===== config.mk =====
export PLATFORM = sky130hd
export DESIGN_NAME = mipsCore
export DESIGN_NICKNAME = d
export VERILOG_FILES = /design/src/rtl/mipsPkg.sv /design/src/rtl/controlUnit.sv /design/src/rtl/registerFile.sv /design/src/rtl/alu.sv /design/src/rtl/pcUnit.sv /design/src/rtl/mipsCore.sv
export SDC_FILE = /design/constraint.sdc
export NUM_CORES = 2
export LEC_CHECK = 0
export BUFFER_PORTS_ARGS = -buffer_cell sky130_fd_sc_hd__buf_2
export CELL_PAD_IN_SITES_DETAIL_PLACEMENT = 0
export CELL_PAD_IN_SITES_GLOBAL_PLACEMENT = 1
export CORE_ASPECT_RATIO = 0.7
export CORE_UTILIZATION = 24
export DETAILED_ROUTE_END_ITERATION = 12
export GPL_TIMING_DRIVEN = 0
export HOLD_SLACK_MARGIN = 0.03
export PLACE_DENSITY_LB_ADDON = 0.15
export SKIP_CTS_REPAIR_TIMING = 1
export SYNTH_ARGS = -nofsm -noshare
export SYNTH_HDL_FRONTEND = slang
export SYNTH_HIERARCHICAL = 1
export SYNTH_SLANG_ARGS = --single-unit

===== constraint.sdc =====
create_clock -name clk -period 11.9 [get_ports clk]
set_clock_uncertainty 0.1 [all_clocks]
set_input_delay 1.785 -clock clk [delete_from_list [all_inputs] [get_ports clk]]
set_output_delay 1.785 -clock clk [all_outputs]
set_load 0.01 [all_outputs]

===== src/rtl/mipsPkg.sv =====
// shared widths, opcodes, ALU codes and instruction-word view; import where needed
package mipsPkg;

  // ====================
  // widths
  // ====================
  // one data word
  localparam int dataWidth = 32;
  // register index
  localparam int regAddrWidth = 5;
  // data-memory word address, 128 words
  localparam int memAddrWidth = 7;

  // ====================
  // opcodes
  // ====================
  localparam logic [5:0] opRType = 6'd0;
  localparam logic [5:0] opLw = 6'd35;
  localparam logic [5:0] opSw = 6'd43;
  localparam logic [5:0] opBeq = 6'd4;
  localparam logic [5:0] opJ = 6'd2;
  localparam logic [5:0] opJal = 6'd3;

  // r-type function field
  localparam logic [5:0] fnAdd = 6'd32;
  localparam logic [5:0] fnSub = 6'd34;
  localparam logic [5:0] fnAnd = 6'd36;
  localparam logic [5:0] fnOr = 6'd37;
  localparam logic [5:0] fnSlt = 6'd42;

  // ====================
  // alu control
  // ====================
  localparam logic [3:0] aluAnd = 4'd0;
  localparam logic [3:0] aluOr = 4'd1;
  localparam logic [3:0] aluAdd = 4'd2;
  localparam logic [3:0] aluSub = 4'd6;
  localparam logic [3:0] aluSlt = 4'd7;
  // result forced to zero
  localparam logic [3:0] aluNone = 4'd15;

  // jal destination
  localparam logic [regAddrWidth-1:0] linkReg = 5'd31;

  // one instruction word, three decodings
  typedef union packed {
    struct packed {
      logic [5:0] opcode;
      logic [4:0] rs;
      logic [4:0] rt;
      logic [4:0] rd;
      logic [4:0] shamt;
      logic [5:0] funct;
    } rType;
    struct packed {
      logic [5:0] opcode;
      logic [4:0] rs;
      logic [4:0] rt;
      logic [15:0] imm;
    } iType;
    struct packed {
      logic [5:0] opcode;
      logic [25:0] target;
    } jType;
  } instrWord;

endpackage


===== src/rtl/controlUnit.sv =====
// combinational main decoder and ALU control for the single-cycle core
module controlUnit (
  input  logic [5:0] opcode,
  input  logic [5:0] funct,
  output logic       regDst,
  output logic       aluSrc,
  output logic       memToReg,
  output logic       regWrite,
  output logic       memWrite,
  output logic       branch,
  output logic       jump,
  output logic       link,
  output logic [3:0] aluCtrl
);

  import mipsPkg::*;

  // ====================
  // main decoder
  // ====================
  always_comb begin
    // idle defaults, nothing written
    regDst = 1'b0;
    aluSrc = 1'b0;
    memToReg = 1'b0;
    regWrite = 1'b0;
    memWrite = 1'b0;
    branch = 1'b0;
    jump = 1'b0;
    link = 1'b0;
    case (opcode)
      opRType: begin
        // rd destination, register operand
        regDst = 1'b1;
        regWrite = 1'b1;
      end
      opLw: begin
        aluSrc = 1'b1;
        memToReg = 1'b1;
        regWrite = 1'b1;
      end
      opSw: begin
        // base + offset address, no register write
        aluSrc = 1'b1;
        memWrite = 1'b1;
      end
      opBeq: begin
        branch = 1'b1;
      end
      opJ: begin
        jump = 1'b1;
      end
      opJal: begin
        // link into r31
        jump = 1'b1;
        link = 1'b1;
        regWrite = 1'b1;
      end
      default: begin
        // unknown opcode acts as a no-op
      end
    endcase
  end

  // ====================
  // alu control
  // ====================
  always_comb begin
    case (opcode)
      // address calc
      opLw, opSw: aluCtrl = aluAdd;
      // compare by subtract
      opBeq: aluCtrl = aluSub;
      opRType: begin
        case (funct)
          fnAdd: aluCtrl = aluAdd;
          fnSub: aluCtrl = aluSub;
          fnAnd: aluCtrl = aluAnd;
          fnOr: aluCtrl = aluOr;
          fnSlt: aluCtrl = aluSlt;
          default: aluCtrl = aluNone;
        endcase
      end
      // jumps don't use the alu
      default: aluCtrl = aluNone;
    endcase
  end

endmodule


===== src/rtl/registerFile.sv =====
// 32x32 general register file, two combinational reads, one clocked write
module registerFile (
  input  logic                             clk,
  input  logic                             rst,
  input  logic                             writeEn,
  input  logic [mipsPkg::regAddrWidth-1:0] readAddr1,
  input  logic [mipsPkg::regAddrWidth-1:0] readAddr2,
  input  logic [mipsPkg::regAddrWidth-1:0] writeAddr,
  input  logic [mipsPkg::dataWidth-1:0]    writeData,
  output logic [mipsPkg::dataWidth-1:0]    readData1,
  output logic [mipsPkg::dataWidth-1:0]    readData2
);

  import mipsPkg::*;

  // register storage
  logic [dataWidth-1:0] regs [2**regAddrWidth];

  // ====================
  // write port
  // ====================
  always_ff @(posedge clk or negedge rst) begin
    if (!rst) begin
      // architectural state starts at zero
      for (int i = 0; i < 2**regAddrWidth; i++) begin
        regs[i] <= '0;
      end
    end else if (writeEn && (writeAddr != '0)) begin
      // writes to r0 dropped
      regs[writeAddr] <= writeData;
    end
  end

  // ====================
  // read ports
  // ====================
  // r0 keeps its reset zero
  assign readData1 = regs[readAddr1];
  assign readData2 = regs[readAddr2];

endmodule


===== src/rtl/alu.sv =====
// 32-bit ALU for add, sub, and, or and unsigned slt, with a zero flag for beq
module alu (
  input  logic [mipsPkg::dataWidth-1:0] operandA,
  input  logic [mipsPkg::dataWidth-1:0] operandB,
  input  logic [3:0]                    aluCtrl,
  output logic [mipsPkg::dataWidth-1:0] result,
  output logic                          zero
);

  import mipsPkg::*;

  // ====================
  // operations
  // ====================
  always_comb begin
    case (aluCtrl)
      aluAdd: result = operandA + operandB;
      aluSub: result = operandA - operandB;
      aluAnd: result = operandA & operandB;
      aluOr: result = operandA | operandB;
      // unsigned compare, kept as in the source core
      aluSlt: result = (operandA < operandB) ? dataWidth'(1) : '0;
      // aluNone and unknown codes
      default: result = '0;
    endcase
  end

  // equal operands under subtract
  // only meaningful for beq
  assign zero = (aluCtrl == aluSub) && (result == '0);

endmodule


===== src/rtl/pcUnit.sv =====
// program counter with sequential, branch and jump next-pc selection
module pcUnit (
  input  logic                          clk,
  input  logic                          rst,
  input  logic                          jump,
  input  logic                          branch,
  input  logic                          aluZero,
  input  logic [mipsPkg::dataWidth-1:0] branchOffset,
  input  logic [25:0]                   jumpTarget,
  output logic [mipsPkg::dataWidth-1:0] pc,
  output logic [mipsPkg::dataWidth-1:0] pcPlus8
);

  import mipsPkg::*;

  logic [dataWidth-1:0] pcPlus4;
  logic [dataWidth-1:0] branchAddr;
  logic [dataWidth-1:0] jumpAddr;
  logic [dataWidth-1:0] nextPc;

  // ====================
  // next address
  // ====================
  assign pcPlus4 = pc + dataWidth'(4);
  // link value for jal
  assign pcPlus8 = pc + dataWidth'(8);
  // word offset to byte offset
  assign branchAddr = pcPlus4 + {branchOffset[dataWidth-3:0], 2'b00};
  // region bits from pc+4
  assign jumpAddr = {pcPlus4[dataWidth-1:dataWidth-4], jumpTarget, 2'b00};

  // jump beats branch beats fall-through
  assign nextPc = jump ? jumpAddr :
                  (branch && aluZero) ? branchAddr : pcPlus4;

  always_ff @(posedge clk or negedge rst) begin
    if (!rst) begin
      pc <= '0;
    end else begin
      pc <= nextPc;
    end
  end

endmodule


===== src/rtl/mipsCore.sv =====
// single-cycle core top; fetch and data memory live outside, one instruction per clock
module mipsCore (
  input  logic                             clk,
  input  logic                             rst,
  output logic [mipsPkg::dataWidth-1:0]    instrAddr,
  input  logic [mipsPkg::dataWidth-1:0]    instr,
  output logic [mipsPkg::dataWidth-1:0]    regWriteData,
  output logic                             cen,
  output logic                             wen,
  output logic [mipsPkg::memAddrWidth-1:0] memAddr,
  output logic [mipsPkg::dataWidth-1:0]    memWriteData,
  input  logic [mipsPkg::dataWidth-1:0]    memReadData
);

  import mipsPkg::*;

  // ====================
  // declarations
  // ====================
  instrWord iw;

  // decoder outputs
  logic regDst;
  logic aluSrc;
  logic memToReg;
  logic regWrite;
  logic memWrite;
  logic branch;
  logic jump;
  logic link;
  logic [3:0] aluCtrl;

  // datapath
  logic [dataWidth-1:0] signImm;
  logic [dataWidth-1:0] readData1;
  logic [dataWidth-1:0] readData2;
  logic [dataWidth-1:0] aluOperandB;
  logic [dataWidth-1:0] aluResult;
  logic aluZero;
  logic [regAddrWidth-1:0] writeAddr;
  logic [dataWidth-1:0] writeData;
  logic [dataWidth-1:0] pc;
  logic [dataWidth-1:0] pcPlus8;

  // fetched word, viewed per format
  assign iw = instr;

  // 16-bit immediate widened with its sign
  assign signImm = {{(dataWidth-16){iw.iType.imm[15]}}, iw.iType.imm};

  controlUnit u_control (
    .opcode  (iw.rType.opcode),
    .funct   (iw.rType.funct),
    .regDst  (regDst),
    .aluSrc  (aluSrc),
    .memToReg(memToReg),
    .regWrite(regWrite),
    .memWrite(memWrite),
    .branch  (branch),
    .jump    (jump),
    .link    (link),
    .aluCtrl (aluCtrl)
  );

  // ====================
  // operand and result selects
  // ====================
  // jal overrides rd/rt with r31
  assign writeAddr = link ? linkReg : (regDst ? iw.rType.rd : iw.rType.rt);
  // immediate for lw/sw
  assign aluOperandB = aluSrc ? signImm : readData2;
  // write-back: return address, load data, or alu
  assign writeData = link ? pcPlus8 : (memToReg ? memReadData : aluResult);

  registerFile u_regFile (
    .clk      (clk),
    .rst      (rst),
    .writeEn  (regWrite),
    .readAddr1(iw.rType.rs),
    .readAddr2(iw.rType.rt),
    .writeAddr(writeAddr),
    .writeData(writeData),
    .readData1(readData1),
    .readData2(readData2)
  );

  alu u_alu (
    .operandA(readData1),
    .operandB(aluOperandB),
    .aluCtrl (aluCtrl),
    .result  (aluResult),
    .zero    (aluZero)
  );

  pcUnit u_pc (
    .clk         (clk),
    .rst         (rst),
    .jump        (jump),
    .branch      (branch),
    .aluZero     (aluZero),
    .branchOffset(signImm),
    .jumpTarget  (iw.jType.target),
    .pc          (pc),
    .pcPlus8     (pcPlus8)
  );

  // ====================
  // outside ports
  // ====================
  assign instrAddr = pc;
  // chip enable low for lw and sw only
  assign cen = ~(memToReg | memWrite);
  assign wen = ~memWrite;
  // byte address to word address
  assign memAddr = aluResult[memAddrWidth+1:2];
  assign memWriteData = readData2;
  // observed every cycle
  assign regWriteData = writeData;

endmodule


---- Word-level counts from Yosys, hierarchy flattened ----
Index checks and enable logic that the tools add are counted.
cells by class
  add/subtract/negate cells ............... 5
  magnitude comparators ................... 5
  eq/ne operators ......................... 14
  multiplexer cells ....................... 28
  bitwise operators ....................... 8
  reductions and logical operators ........ 11
operators with widths
  cell                                                       number
  bitwise mux 1024 bit                                       1
  binary-select mux 32 bit (select 5 bit)                    2
  2-to-1 mux 32 bit                                          10
  demux 32 bit (select 5 bit)                                1
  case mux 32 bit (5 select lines)                           1
  adder 32 bit                                               2
  equality test 6 bit (second input constant)                7
  adder 32 x 3 -> 32 bit (second input constant)             1
  adder 32 x 4 -> 32 bit (second input constant)             1
  bitwise AND 32 bit                                         1
  logical NOT 32 bit                                         1
  < comparator 32 bit                                        1
  OR 32 bit                                                  1
  subtractor 32 bit                                          1
  case mux 4 bit (5 select lines)                            1
  greater-or-equal comparator 6 bit (second input constant)  3
  NOT 5 -> 6 bit                                             3
  equality test 6 x 2 -> 1 bit (second input constant)       2
  case mux 4 bit (3 select lines)                            1
  2-to-1 mux 5 bit                                           2
  2-to-1 mux 1 bit                                           9
  equality test 4 x 3 -> 1 bit (second input constant)       2
  equality test 6 x 3 -> 1 bit (second input constant)       1
  logical NOT 6 bit                                          1
  other kinds (10)                                           15
word-level totals
  register bits ........................... 1056
  input bits .............................. 66
  output and inout bits ................... 105

---- Depth between registers and ports, before layout ----
  depth after elaboration ................. 13
  depth in mapped cells ................... 30
  gate-level depth less buffers ........... 25

---- By module ----
The synthesis kept the hierarchy.
modules (own cells, without submodules)
  module        instances  cells an instance  area each (um^2)  seq. area each (um^2)
  registerFile  1          4601               55942.4           25624.6
  alu           1          813                5360.1            0.0
  pcUnit        1          508                4068.9            750.7
  mipsCore      1          176                1258.7            0.0
  controlUnit   1          26                 170.2             0.0

---- Least setup slack after synthesis ----
Ideal clock, no wire load.
  path kind ............................... input-to-output
  start ................................... in instr[17] in the netlist's numbering
  end ..................................... out regWriteData[31] in the netlist's numbering
  arrival ................................. 6.395 ns
  required time ........................... 10.015 ns
  path slack .............................. 3.620 ns
  stages .................................. 25
  path buffers ............................ 5
  cell sequence ........................... buf_2 -> buf_4 -> buf_2 -> buf_2 -> mux2i_1 -> nand2_1 -> a31oi_1 -> nand3_1 -> mux2_4 -> inv_1 -> ha_1 -> buf_2 -> or3_4 -> or4_1 -> a21oi_1 -> a2111oi_2 -> o21bai_2 -> nand3_1 -> a311oi_2 -> o211a_1 -> or3_1 -> a32oi_1 -> nand2_1 -> mux2i_1 -> o21ai_0
on the way
  word-level cells in the longest chain between the ends .. 9
ends and longest elaborated chain
  element                                                    line                  RTL
  from (decl)                                                mipsCore.sv:6         input logic [mipsPkg::dataWidth-1:0] instr,
  NOT 5 -> 6 bit (implied by the code) (*)                   registerFile.sv:39    assign readData2 = regs[readAddr2];
  binary-select mux 32 bit (select 5 bit) (*)                registerFile.sv:39
  2-to-1 mux 32 bit (implied by the code) (*) (2 in series)  registerFile.sv:39
  named net memWriteData, one bit                            mipsCore.sv:11        output logic [mipsPkg::dataWidth-1:0] memWriteData,
  2-to-1 mux 32 bit (*)                                      mipsCore.sv:71        assign aluOperandB = aluSrc ? signImm : readData2;
  named net aluOperandB[7]                                   mipsCore.sv:37        logic [dataWidth-1:0] aluOperandB;
  subtractor 32 bit or adder 32 bit (tied branches)          alu.sv:18, alu.sv:17
  case mux 32 bit (5 select lines) (*)                       alu.sv:16             case (aluCtrl)
  named net aluResult[31]                                    mipsCore.sv:38        logic [dataWidth-1:0] aluResult;
  2-to-1 mux 32 bit (*) (2 in series)                        mipsCore.sv:73        assign writeData = link ? pcPlus8 : (memToReg ? memReadData : aluResult);
  to (decl)                                                  mipsCore.sv:7         output logic [mipsPkg::dataWidth-1:0] regWriteData,
The timed path passes the listed nets; every way through them passes the cells marked *. The select of a mux whose other input is x is not followed.

---- Final worst setup path ----
  start ................................... in instr[23] in the netlist's numbering
  end ..................................... out regWriteData[22] in the netlist's numbering
on the way
  word-level cells in the longest chain between the ends .. 8
ends and longest elaborated chain
  element                                                    line                  RTL
  NOT 5 -> 6 bit (implied by the code) (*)                   registerFile.sv:38    assign readData1 = regs[readAddr1];
  binary-select mux 32 bit (select 5 bit) (*)                registerFile.sv:38
  2-to-1 mux 32 bit (implied by the code) (*) (2 in series)  registerFile.sv:38
  named net readData1[9]                                     mipsCore.sv:35        logic [dataWidth-1:0] readData1;
  subtractor 32 bit or adder 32 bit (tied branches)          alu.sv:18, alu.sv:17
  case mux 32 bit (5 select lines) (*)                       alu.sv:16
  named net aluResult[22]                                    mipsCore.sv:38
  2-to-1 mux 32 bit (*) (2 in series)                        mipsCore.sv:73
Marks and branches as above.

==> impl_metrics.csv <==
group,metric,value,unit
outcome,status,"finished, violations left",
outcome,violations,"capacitance limit, slew limit, setup timing",
timing,max_freq,83.9,MHz
synthesis,synthMuxAreaShare,0.332,
timing,rsz0062_at_grt,"false",
clocking,numCtsBuffers,117,
global_routing,grt_busiest_layer,"met1",
setup_path,cp-end-kind,"output pin",
setup_path,slowest_delay,0.82,ns
synthesis,yosys.area_share.simple,0.0738,
pwr,p_clk_frac,0.394,
layout,fin_area,76600,µm²
synthesis,synth_seq_cells,1054,
pwr,switchingPower,3330,µW
pwr,swShare,0.336,
route,wirelength,332,mm
global_routing,grt_pass1_wl,446,mm
floorplan,rows,161,
floorplan,die_height,443,µm
timing,slew_violations,75,
floorplan,die_area,280000,µm²
flow_run,drv_cap,8,
route,wl_per_cell,32.5,µm
synthesis,syn_inst,6124,
pwr,p_comb_frac,0.230,
placed_design,port_buffers,168,
timing,fin_ws,-0.0142,ns
timing,setup_viol,1,
timing,slew_headroom,-0.117,
layout,area_delta_synth_final,14.7,%
synthesis,synth_top_family_by_area,"multiplexers",
clocking,clk_pin_slew_worst_paths,0.06,ns
placed_design,gp_congestion,0.953,
synthesis,synth_adder_area_share,0.0267,
global_routing,antenna_found_initial,22,
setup_path,cp_top_family,"compound AO/OA/AOI/OAI gates",
timing,final.period_utilization,1.00,
clocking,clockBufferDepth,3,
route,drt_iter0_drc,5332,
floorplan,initial_core_util,0.242,
hold_path,hold_end,"u_regFile/regs[1023]",
synthesis,synth_edf_count,0,
synthesis,netlist_area,66800,µm²
layout,fin_util,0.278,
placed_design,hpwl,270,mm
route,drc_errors,0,
synthesis,synth-xor-area-share,0.0136,
clocking,insertion_delay,0.76,ns
hold_path,worst_hold_path_type,"reg2reg",
synthesis,ys_warn_count,6,
synthesis,synthFlopType,"dfrtp_1",
setup_path,worstPathMaxFanout,10,
placed_design,placed_area,72500,µm²
setup_path,slowest_stage,"o21ai_0",
pwr,power_leakage,0.0364,µW
setup_path,crit_top_cell,"buf_2",
floorplan,ioPinCount,171,
setup_path,setup.worst_path.start_class,"primary input",
layout,final_nets,6631,
timing,finalCriticalPeriod,11.91,ns
setup_path,worst-setup-path-type,"in2out",
pwr,power_density,129,nW/µm²
pwr,intPower,6590,µW
layout,layout-drive-gt1-share,0.266,
route,drt-pass1-iter-count,6,
clocking,cts_tree,"yes",
setup_path,crit_required,10.02,ns
hold_path,hold_path_depth,1,
setup_path,worstRegToRegCells,23,
synthesis,synth_compound_area_frac,0.106,
setup_path,crit_chain,"buf_2, and2_1, buf_2, buf_2, buf_1, a22oi_1, nand3_1, nand3_1, inv_1, ha_1, buf_1, a21oi_1, nor2_1, o311ai_1, a31oi_1, nor2_1, o21ai_0, o21ai_0, mux2i_1, o21ai_2, buf_2",
pwr,ir_drop,0.000130,V
setup_path,path_buf_inv,7,
global_routing,grtUsageMet3,0.0494,
global_routing,grt_pass1_vias,52189,
timing,hold_viol_final,0,
global_routing,grt_usage,0.230,
pwr,p_seq_frac,0.376,
clocking,htreeDepth,3,
global_routing,gr-total-overflow,0,
clocking,root_buffer,"clkbuf_16",
clocking,cts_sinks,1054,
global_routing,met2_usage,0.290,
synthesis,synthDistinctLibCells,111,
timing,worst_pin_slew,1.68,ns
global_routing,grt_max_degree,162,
route,via_count,53872,
route,detail-route-antenna-nets,0,
setup_path,cp.arrival,10.03,ns
setup_path,r2r_setup_slack,2.50,ns
synthesis,syn_area_per_cell,10.9,µm²
hold_path,min-delay-start,"u_regFile/regs[1023]",
synthesis,ys_seq_area_frac,0.395,
global_routing,use_met1,0.384,
floorplan,coreArea,276000,µm²
route,vias_per_cell,5.29,
floorplan,die-width,633,µm
setup_path,regToRegEndpoint,"u_pc/pc[22]",
synthesis,synth-async-reset-ratio,1.00,
setup_path,rr_startpoint,"u_regFile/regs[1001]",
[cell type report]
cell class	instances	area, µm²
Inverter	134	503
Tap cell	3667	4590
Fill cell	28931	199000
Multi-Input combinational cell	4374	36900
Buffer	565	3100
Clock buffer	169	3450
Sequential cell	1054	26400
Timing Repair Buffer	178	1080
Antenna cell	8	20.0
Clock inverter	43	563
[power groups by stage]
stage               clock (µW)  sequential, µW  combinational (µW)
finish                    3910            3730                2280
global route              4160            3730                2410
CTS                       4020            3720                2220
detailed placement           0            3790                2210
global placement             0            3800                2200
floorplan                    0            3770                1250
[synthesized netlist by cell type (all sizes together), types with 104 or more instances]
cell / number / area [µm²]
inv: 134 / 503
dfrtp: 1054 / 26400
nand3: 233 / 1190
a22o: 129 / 1130
clkbuf: 268 / 1010
nor2: 128 / 611
o21ai: 130 / 688
nor3: 104 / 521
mux2i: 1071 / 10700
a22oi: 195 / 1460
buf: 297 / 2030
ha: 138 / 1730
a21oi: 313 / 1570
nand2: 361 / 1360
mux2: 1012 / 11400
[kinds of logic after synthesis]
group,count (synthesis)
and+or+nand+nor,996
other,1
AOI/OAI and AO/OA,1049
xor gates and xnor gates,101
buffers and inverters,699
muxes,2083
DFF,1054
adders and majority gates,141
[routing by layer]
| metal | wire length, µm | vias up | part of all wire |
|---|---|---|---|
| met1 | 180000 | 28474 | 0.54 |
| met4 | 6170 | 0 | 0.019 |
| met3 | 26100 | 278 | 0.079 |
| met5 | 0 | - | 0 |
| met2 | 120000 | 2013 | 0.36 |
| li1 | - | 23107 | - |
[through the flow]
step	hold WS, ns	total power (µW)	cells	worst slack (ns)	TNS [ns]
global route	0.403	10300	10184	0.0320	0
CTS	0.383	9970	10184	-0.595	-6.66
detailed placement	0.367	6000	9972	-1.11	-26.57
floorplan	0.349	5010	6127	3.62	0
finish	0.379	9920	10192	-0.0142	-0.0142
global placement	0.362	6000	9962	-16.42	-
[registers in the layout, indices dropped and copies added, names as in the netlist]
name / cells
u_regFile/regs: 1024
u_pc/pc: 30
[worst max path at each step]
stage                          endpoint  slack (ns)      start  cells after the start
floorplan              regWriteData[31]        3.62  instr[17]                     25
global placement    u_regFile/regs[183]      -16.42        rst                      1
detailed placement          u_pc/pc[16]       -1.11  instr[16]                     25
CTS                    regWriteData[30]       -0.59  instr[16]                     23
global route           regWriteData[22]        0.03  instr[23]                     21
finish                 regWriteData[22]       -0.01  instr[23]                     21
[placed cells by master, fill, tap and decap left out, drive strengths merged, types with 11 or more instances in the layout]
cell type	count
nor2b	22
o21ai	130
xor2	42
clkbuf	448
nand2	361
nor3	104
ha	138
a22oi	195
clkinv	24
bufinv	12
a211oi	25
a21o	20
buf	461
a21oi	313
nand2b	20
o211ai	20
o21a	11
or3	21
mux2i	1071
nand3	233
nor2	128
o22ai	16
and3	13
mux2	1012
xnor2	59
dfrtp	1054
inv	137
a31oi	77
nand4	24
a22o	129
o31ai	13
nor4	12
o21bai	18
No activity file was read; power rests on OpenSTA's default activity.
